===== src/hazard_config.svh =====
`ifndef HAZARD_CONFIG_SVH
`define HAZARD_CONFIG_SVH

// Instruction and data width
`define INSTR_W 16

// Register index width for eight registers
`define REG_W 3

// Register written by JAL and JALR
`define LINK_REG 7

// Width of the stall cycle counter
`define STALL_CNT_W 16

`endif


===== src/hazardPkg.sv =====
`include "hazard_config.svh"

package hazardPkg;

    // Major opcode, instruction bits 15 to 11
    // Branches sit in 011xx and are resolved outside this unit
    typedef enum logic [4:0] {
        NOP  = 5'b00001,
        J    = 5'b00100,
        JR   = 5'b00101,
        JAL  = 5'b00110,
        JALR = 5'b00111
    } opcodeT;

    // Destination record for register RAW checks
    typedef struct packed {
        logic [`REG_W-1:0] rd;
        logic              wr;  // Instruction writes rd
    } regTagT;

    // Memory access record for memory RAW checks
    typedef struct packed {
        logic [`INSTR_W-1:0] addr;  // Effective address
        logic                en;    // Instruction accesses memory
    } memTagT;

    // Jump controller state
    typedef enum logic {
        IDLE,
        HOLD   // Jump already stalled, waiting for a new instruction
    } jumpStateT;

endpackage


===== src/hazardUnit.sv =====
`timescale 1ns/1ps
`include "hazard_config.svh"

// Hazard detection unit of the five-stage pipeline
module hazardUnit import hazardPkg::*; (
    input  logic                    clk,
    input  logic                    rstN,
    input  logic [`INSTR_W-1:0]     instr,
    input  logic [`REG_W-1:0]       rd,
    input  logic                    regWrite,
    input  logic                    memEnable,
    input  logic [`INSTR_W-1:0]     reg1Data,
    input  logic [`INSTR_W-1:0]     imm,
    input  logic                    branchTaken,
    output logic                    nop,
    output logic                    pcStall,
    output logic [3:0]              forwards,
    output logic [`STALL_CNT_W-1:0] stallCount
);

    logic   link;
    logic   rsOnly;
    logic   regHaz;
    logic   memHaz;
    regTagT regIns;
    memTagT memIns;
    regTagT regStages [4];  // ID, EX, MEM, WB
    memTagT memStages [4];

    stageTrack #(.tagT(regTagT)) regTrack (
        .clk    (clk),
        .rstN   (rstN),
        .insTag (regIns),
        .bubble (nop),
        .flush  (branchTaken),
        .stages (regStages)
    );

    stageTrack #(.tagT(memTagT)) memTrack (
        .clk    (clk),
        .rstN   (rstN),
        .insTag (memIns),
        .bubble (nop),
        .flush  (branchTaken),
        .stages (memStages)
    );

    regHazardCheck regCheck (
        .instr       (instr),
        .rd          (rd),
        .regWrite    (regWrite),
        .link        (link),
        .rsOnly      (rsOnly),
        .branchTaken (branchTaken),
        .regStages   (regStages),
        .regIns      (regIns),
        .regHaz      (regHaz),
        .forwards    (forwards)
    );

    memHazardCheck memCheck (
        .reg1Data    (reg1Data),
        .imm         (imm),
        .memEnable   (memEnable),
        .branchTaken (branchTaken),
        .memStages   (memStages),
        .memIns      (memIns),
        .memHaz      (memHaz)
    );

    jumpControl jumpCtrl (
        .clk     (clk),
        .rstN    (rstN),
        .instr   (instr),
        .regHaz  (regHaz),
        .memHaz  (memHaz),
        .link    (link),
        .rsOnly  (rsOnly),
        .nop     (nop),
        .pcStall (pcStall)
    );

    stallTimer stallCnt (
        .clk        (clk),
        .rstN       (rstN),
        .pcStall    (pcStall),
        .stallCount (stallCount)
    );

endmodule


===== src/jumpControl.sv =====
`timescale 1ns/1ps
`include "hazard_config.svh"

module jumpControl import hazardPkg::*; (
    input  logic                clk,
    input  logic                rstN,
    input  logic [`INSTR_W-1:0] instr,
    input  logic                regHaz,
    input  logic                memHaz,
    output logic                link,
    output logic                rsOnly,
    output logic                nop,
    output logic                pcStall
);

    jumpStateT           state;
    logic [`INSTR_W-1:0] prevInstr;
    opcodeT              op;
    logic                isJump;
    logic                newInstr;
    logic                jumpStall;

    assign op = opcodeT'(instr[15:11]);

    // Jump decode
    always_comb begin
        isJump = 1'b0;
        link   = 1'b0;
        rsOnly = 1'b0;
        case (op)
            J: isJump = 1'b1;
            JR: begin
                isJump = 1'b1;
                rsOnly = 1'b1;
            end
            JAL: begin
                isJump = 1'b1;
                link   = 1'b1;
            end
            JALR: begin
                isJump = 1'b1;
                link   = 1'b1;
                rsOnly = 1'b1;
            end
            default: isJump = 1'b0;  // Branches in 011xx resolve outside
        endcase
    end

    assign newInstr  = (instr != prevInstr);
    assign jumpStall = (state == IDLE) & isJump & newInstr & ~regHaz & ~memHaz;

    always_ff @(posedge clk) begin
        if (!rstN) begin
            state     <= IDLE;
            prevInstr <= '0;
        end else begin
            prevInstr <= instr;
            case (state)
                IDLE:    if (jumpStall) state <= HOLD;
                HOLD:    if (newInstr) state <= IDLE;  // Jump has left IF
                default: state <= IDLE;
            endcase
        end
    end

    assign nop     = regHaz | memHaz;
    assign pcStall = nop | jumpStall;

    nopStallsPc: assert property (
        @(posedge clk) disable iff (!rstN)
        nop |-> pcStall
    ) else $error("Bubble issued without PC stall");

endmodule


===== src/memHazardCheck.sv =====
`timescale 1ns/1ps
`include "hazard_config.svh"

// Memory RAW check on effective addresses still in flight
module memHazardCheck import hazardPkg::*; (
    input  logic [`INSTR_W-1:0] reg1Data,
    input  logic [`INSTR_W-1:0] imm,
    input  logic                memEnable,
    input  logic                branchTaken,
    input  memTagT              memStages [4],
    output memTagT              memIns,
    output logic                memHaz
);

    logic [`INSTR_W-1:0] effAddr;
    logic [3:0]          addrHit;

    // Base plus offset, carry out dropped
    assign effAddr = reg1Data + imm;

    // Enable and address tested together per stage
    always_comb begin
        for (int i = 0; i < 4; i++) begin
            addrHit[i] = memStages[i].en && (memStages[i].addr == effAddr);
        end
        if (branchTaken) begin
            addrHit[0] = 1'b0;  // ID access is being squashed
        end
    end

    assign memHaz = memEnable & (|addrHit);

    // Tag handed to the memory tracker
    assign memIns = '{
        addr: effAddr,
        en:   memEnable
    };

endmodule


===== src/regHazardCheck.sv =====
`timescale 1ns/1ps
`include "hazard_config.svh"

module regHazardCheck import hazardPkg::*; (
    input  logic [`INSTR_W-1:0] instr,
    input  logic [`REG_W-1:0]   rd,
    input  logic                regWrite,
    input  logic                link,
    input  logic                rsOnly,
    input  logic                branchTaken,
    input  regTagT              regStages [4],
    output regTagT              regIns,
    output logic                regHaz,
    output logic [3:0]          forwards
);

    localparam logic [`REG_W-1:0] LINK_RD = `LINK_REG;

    logic [`REG_W-1:0] rs;
    logic [`REG_W-1:0] rt;
    logic [3:0]        rsHit;
    logic [3:0]        rtHit;

    assign rs = instr[10:8];
    assign rt = instr[7:5];

    // Per stage source match against live writers
    always_comb begin
        logic live;
        for (int i = 0; i < 4; i++) begin
            live = regStages[i].wr && !(i == 0 && branchTaken);  // ID writer squashed
            rsHit[i] = live && (regStages[i].rd == rs);
            rtHit[i] = live && (regStages[i].rd == rt);
        end
    end

    // JR and JALR read rs only
    assign regHaz = (|rsHit) | (~rsOnly & (|rtHit));

    // Order exRs, memRs, exRt, memRt
    // ID entry feeds the EX to EX path, EX entry the MEM to EX path
    assign forwards = {rsHit[0], rsHit[1], rtHit[0], rtHit[1]};

    // Link jumps always write the link register
    assign regIns = '{
        rd: link ? LINK_RD : rd,
        wr: regWrite | link
    };

endmodule


===== src/stageTrack.sv =====
`timescale 1ns/1ps

// Tracks one tag per instruction for the four stages ahead of IF
// stages[0] is ID, then EX, MEM and WB
module stageTrack #(
    parameter type tagT = logic
) (
    input  logic clk,
    input  logic rstN,
    input  tagT  insTag,
    input  logic bubble,
    input  logic flush,
    output tagT  stages [4]
);

    localparam tagT EMPTY = tagT'('0);

    always_ff @(posedge clk) begin
        if (!rstN) begin
            for (int i = 0; i < 4; i++) begin
                stages[i] <= EMPTY;
            end
        end else begin
            stages[0] <= bubble ? EMPTY : insTag;    // Bubble enters ID as an empty slot
            stages[1] <= flush ? EMPTY : stages[0];  // Squashed ID instruction never reaches EX
            for (int i = 2; i < 4; i++) begin
                stages[i] <= stages[i-1];
            end
        end
    end

    // A squashed instruction must leave no trace in EX
    flushClearsEx: assert property (
        @(posedge clk) disable iff (!rstN)
        flush |=> (stages[1] == EMPTY)
    ) else $error("EX entry not cleared after flush");

endmodule


===== src/stallTimer.sv =====
`timescale 1ns/1ps
`include "hazard_config.svh"

// Performance counter of PC stall cycles
module stallTimer (
    input  logic                    clk,
    input  logic                    rstN,
    input  logic                    pcStall,
    output logic [`STALL_CNT_W-1:0] stallCount
);

    always_ff @(posedge clk) begin
        if (!rstN) begin
            stallCount <= '0;
        end else if (pcStall && (stallCount != '1)) begin
            stallCount <= stallCount + 1'b1;  // Holds at all ones
        end
    end

    countMonotonic: assert property (
        @(posedge clk) disable iff (!rstN)
        $past(rstN) |-> (stallCount >= $past(stallCount))
    ) else $error("Stall count went backwards");

endmodule


===== config.mk =====
export PLATFORM = sky130hd
export DESIGN_NAME = hazardUnit
export DESIGN_NICKNAME = d
export VERILOG_FILES = /design/src/hazardPkg.sv /design/src/hazardUnit.sv /design/src/jumpControl.sv /design/src/memHazardCheck.sv /design/src/regHazardCheck.sv /design/src/stageTrack.sv /design/src/stallTimer.sv
export VERILOG_INCLUDE_DIRS = /design/src /design/src/src
export SDC_FILE = /design/constraint.sdc
export NUM_CORES = 1
export LEC_CHECK = 0
export ABC_AREA = 0
export BUFFER_PORTS_ARGS = -buffer_cell sky130_fd_sc_hd__buf_4
export CAP_MARGIN = 20
export CORE_ASPECT_RATIO = 1.2
export CORE_MARGIN = 2
export CORE_UTILIZATION = 50
export DETAILED_ROUTE_END_ITERATION = 10
export PLACE_DENSITY = 0.7
export SYNTH_ARGS = -nofsm -noshare
export SYNTH_HDL_FRONTEND = slang
export SYNTH_SLANG_ARGS = --single-unit

===== constraint.sdc =====
create_clock -name clk -period 7.1 [get_ports clk]
set_input_delay 1.42 -clock clk [delete_from_list [all_inputs] [get_ports clk]]
set_output_delay 1.42 -clock clk [all_outputs]
set_load 0.02 [all_outputs]

# Word level (Yosys, flattened, before mapping)
# Index checks and enable logic that the tools add are counted.
# W data, S select, Z words.
totals:
  elab_cells: 85
  in_bits: 56
  ff_bits: 117
  out_inout_bits: 22
op_classes:
  n_reduce_logical: 23
  eq_ne: 18
  n_addsub: 2
  bitwise_logic: 15
  muxes: 8
op_table:
  columns: ["operator", "n"]
  rows:
  - ["$eq A16 B16 Y1", 4]
  - ["$eq A3 B3 Y1", 8]
  - ["$eq A5 B3 Y1 const B", 4]
  - ["$add A16 B1 Y16 const B", 1]
  - ["$add A16 B16 Y16", 1]
  - ["$ne A16 B16 Y1", 1]
  - ["$ne A16 B16 Y1 const B", 1]
  - ["$reduce_or A4 Y1", 4]
  - ["$logic_and A1 B1 Y1", 14]
  - ["$reduce_or A2 Y1", 4]
  - ["$and A1 B1 Y1", 6]
  - ["$mux W1", 6]
  - ["$not A1 Y1", 5]
  - ["$or A1 B1 Y1", 4]
  - ["$mux W3", 1]
  - ["$pmux W1 S2", 1]
  - ["$logic_not A1 Y1", 1]

# Longest topological paths before layout
logic_depth:
  word_depth: 11
  mapped_depth: 14
  mapped_depth_nobuf: 13

# Cells and area by module
# From an unflattened synthesis, not the netlist that was laid out.
unflattened:
  cells_unflattened: 648
  area_unflattened_um2: 6454.9
modules_own_cells:
  columns: ["module", "cells_per_inst", "seq_area_each_um2", "area_per_inst_um2", "n_inst"]
  rows:
  - ["memHazardCheck", 263, 0.0, 2162.1, 1]
  - ["stageTrack (memTrack)", 145, 1361.3, 1935.6, 1]
  - ["stallTimer", 97, 320.3, 837.1, 1]
  - ["jumpControl", 65, 340.3, 679.4, 1]
  - ["stageTrack (regTrack)", 33, 320.3, 466.7, 1]
  - ["regHazardCheck", 45, 0.0, 374.1, 1]

# Worst setup path before layout
# No wires, ideal clock.
synth_path:
  path_type: "in2out"
  from: "input reg1Data[0]"
  to: "output pcStall"
  path_buffers: 0
  cell_stages: 11
  slack_ns: 1.267
  arrival_time_ns: 4.413
  t_required_ns: 5.680
  path_cell_list: "ha_1 fa_1 a21o_1 a221oi_4 o21bai_2 a311oi_4 xor2_1 xnor2_1 nor4_4 o41ai_4 nand2_1"
synth_between:
  elab_chain_cells: 9
  word_cells_on_any_way: 16
  cone_classes: "1 x add/sub; 4 x eq/ne; 1 x mux; 5 x bitwise; 5 x reduce/logical"
synth_rtl:
  columns: ["item", "line", "rtl"]
  rows:
  - ["start: declaration", "hazardUnit.sv:12", "input logic [`INSTR_W-1:0] reg1Data,"]
  - ["$add A16 B16 Y16 *", "memHazardCheck.sv:19", "assign effAddr = reg1Data + imm;"]
  - ["$eq A16 B16 Y1", "memHazardCheck.sv:24", "addrHit[i] = memStages[i].en && (memStages[i].addr == effAddr);"]
  - ["$logic_and A1 B1 Y1", "memHazardCheck.sv:24", null]
  - ["$mux W1", "memHazardCheck.sv:26", "if (branchTaken) begin"]
  - ["$reduce_or A4 Y1 *", "memHazardCheck.sv:31", "assign memHaz = memEnable & (|addrHit);"]
  - ["$and A1 B1 Y1 *", "memHazardCheck.sv:31", null]
  - ["$not A1 Y1", "jumpControl.sv:50", "assign jumpStall = (state == IDLE) & isJump & newInstr & ~regHaz & ~memHaz;"]
  - ["$and A1 B1 Y1", "jumpControl.sv:50", null]
  - ["$or A1 B1 Y1 *", "jumpControl.sv:67", "assign pcStall = nop | jumpStall;"]
  - ["end: declaration", "hazardUnit.sv:16", "output logic pcStall,"]
# Mark *: on every way between the ends. The rest lies on a longest branch, timed or not.

# Worst setup path in the final report
# Ends and elaborated chain as after synthesis.

==> run_results.csv <==
group,metric,value,unit
cts,clock-sinks,117,
timing,post-route-min-period,6.446,ns
synthesis,synth_top_cell_by_area,"dfxtp_1",
route,routedWlPerCell,14.75,um
floorplanning,start_util,51.17,%
cts,cts_resized,0,
cells_and_area,finish.net_count,803,
floorplanning,die_area,13250,sq um
synthesis,synth_common_cells,"117 x dfxtp_1, 86 x xnor2_1, 84 x and2_1",
cts,clk_pin_slew,0.05,ns
synthesis,yosys_most_used_dff,"dfxtp_1",
setup_path,worstReg2RegEnd,"stallCnt.stallCount[2]",
grt,grt_pass1_vias,4846,
setup_path,reg2reg_slack,4.14,ns
synthesis,synth.most_common_cell,"dfxtp_1",
cells_and_area,final_core_util,61.16,%
setup_path,critPathKind,"in2out",
cts,numCtsBuffers,17,
timing,slew_headroom,43.63,%
synthesis,synth-seq-cells,117,
worst_hold_path,holdPathEnd,"memTrack.stages[17]",
power,vdd_drop_max,0.2104,mV
setup_path,path_max_fanout,11,
synthesis,synth_cells,665,
synthesis,synth_edf_count,0,
setup_path,cp_data_required_time,5.68,ns
cts,cts_max_path_buffers,2,
cts,post_cts.repair.setup_buffers,0,
timing,tns,0,ns
cells_and_area,antenna_cells,0,
synthesis,synthesis.area,6170,sq um
job,max_cap_viol_count,0,
grt,antenna_found_initial,0,
floorplanning,design.core.area,12060,sq um
setup_path,ff2ff_path_depth,11,
cells_and_area,area_delta_synth_final,19.51,%
synthesis,syn_nets,738,
route,viasPerCell,5.253,
setup_path,cp.arrival,5.03,ns
synthesis,syn_avg_cell_area,9.278,sq um
setup_path,cp-start-kind,"input pin",
timing,finalSetupViolCount,0,
synthesis,ys_seq_area_share,37.96,%
timing,hold_viol,0,
synthesis,yosysWarnings,0,
timing,rsz0062_at_grt,"false",
route,initialDrtViolationCount,171,
grt,grt-busiest-layer,"met2",
synthesis,yosysTopAreaCellShare,37.96,%
power,p_leak,3.086,nW
grt,use_met2,37.31,%
timing,final_max_slew_viol_count,0,
grt,gr-total-overflow,0,
route,routed_wl,13.33,mm
cts,ctsHtreeMaxLevel,4,
cts,cts_hold_buf,0,
floorplanning,ios,78,
place,port_buffers,77,
cts,cts_tree,"yes",
cts,root_buffer,"clkbuf_16",
place,postPlaceCellArea,6815,sq um
route,detail-route-antenna-nets,0,
route,drcViolationCount,0,
worst_hold_path,holdPathStages,1,
grt,grt_pass1_wl,22.96,mm
grt,grtUsageMet3,4.865,%
floorplanning,die_w,105.4,um
worst_hold_path,hold_path_class,"reg2reg",
route,num_vias,4749,
route,firstDrtPassIters,4,
floorplanning,rows,44,
synthesis,synth.top_cells.by_area,"dfxtp_1 38%, xnor2_1 12%, and2_1 8.5%",
timing,fin_crit_sh,90.79,%
worst_hold_path,min_from,"memTrack.stages[34]",
setup_path,endpoint_kind,"output port",
synthesis,yosysUniqueCellTypes,68,
cells_and_area,drive_gt1_share,17.77,%
place,dp.final_hpwl,9.782,mm
grt,grt_max_degree,84,
cts,clk_latency,0.41,ns
status,outcome,"complete, no violations",
cells_and_area,fin_area,7373,sq um
timing,tightestPinTransition,0.8455,ns
setup_path,r2r_start,"memTrack.stages[52]",
floorplanning,die_y,125.7,um
timing,fmax,0.1551,GHz
grt,grt.total_usage,21.52,%
grt,use_met1,25.89,%
power,power_density,250.5,nW/um^2
place,place.gp.congestion,0.8578,
timing,fin_skew,0.008528,ns
synthesis,async_flop_share,0,%
state kept, by name, summed over array words and instances (netlist names):
| register | cells |
|---|---|
| stallCnt.stallCount | 16 |
| jumpCtrl.state | 1 |
| jumpCtrl.prevInstr | 16 |
| memTrack.stages | 68 |
| regTrack.stages | 16 |
power breakdown:
group	internal, W	switching (W)	leakage [nW]	total [W]
Sequential	0.000688	0.0000208	0.956	0.000709
Combinational	0.000155	0.000189	1.85	0.000344
Clock	0.000481	0.000313	0.277	0.000794
Total	0.00132	0.000523	3.09	0.00185
cell usage in the layout, fill, tap and decap left out, drive strengths merged, types with 13 or more instances in the layout:
| cell | n |
|---|---|
| dfxtp | 117 |
| xnor2 | 87 |
| and2 | 84 |
| buf | 80 |
| nor2 | 37 |
| nand2 | 36 |
| xor2 | 36 |
| a21oi | 20 |
| nand4 | 18 |
| clkbuf | 17 |
| nand3 | 17 |
| ha | 16 |
| o21ai | 16 |
| inv | 13 |
metrics by stage:
stage	setup slack, ns	instances	power [W]	hold slack, ns
after global placement	0.7444	872	0.001059	0.4350
after floorplan	1.267	665	0.0009809	0.4265
after detailed placement	0.6536	872	0.001066	0.4453
after global routing	0.4522	904	0.001931	0.4819
final	0.6538	904	0.001847	0.4563
after CTS	0.6535	904	0.001860	0.4577
metal layers:
metal / up-vias / routed length [um]
met2: 112 / 6534
li1: 2395 / -
met5: - / 0
met4: 0 / 263
met1: 2225 / 5937
met3: 17 / 596
worst max path at each step:
stage / to / from / slack [ns]
2_1_floorplan: pcStall / reg1Data[0] / 1.27
5_1_grt: pcStall / reg1Data[0] / 0.45
3_5_place_dp: pcStall / reg1Data[0] / 0.65
3_3_place_gp: pcStall / reg1Data[0] / 0.74
6_report: pcStall / reg1Data[0] / 0.65
4_1_cts: pcStall / reg1Data[0] / 0.65
cell type report:
class | count | area [sq um]
well taps | 161 | 201.4
flip-flops and latches | 117 | 2342
multi-input cells | 503 | 3630
inverters | 11 | 41.29
clock inverters | 15 | 132.6
clock buffers | 17 | 425.4
fillers | 1047 | 4683
repair buffers | 80 | 600.6
cells by family (layout without fill, tap and decap cells):
logic type | Yosys count | in the layout | synth area share, %
xor gates and xnor gates | 123 | 123 | 17.89
buffers and inverters | 45 | 123 | 3.204
and+or+nand+nor | 259 | 259 | 23.81
muxes | 10 | 10 | 1.622
adders and majority gates | 17 | 17 | 3.569
DFF | 117 | 117 | 37.96
AOI/OAI and AO/OA | 94 | 94 | 11.95
worst max-delay path: stages:
cell and delay [ns]:
buf_4 0.11, ha_1 0.24, fa_1 0.44, a21o_1 0.23, a221oi_4 0.56, o21bai_2 0.23
a311oi_4 0.48, xor2_1 0.26, xnor2_1 0.20, nor4_4 0.09, o41ai_4 0.23, buf_4 0.24
nand2_1 0.09, buf_4 0.19
Power figures use the tool's default switching activity.
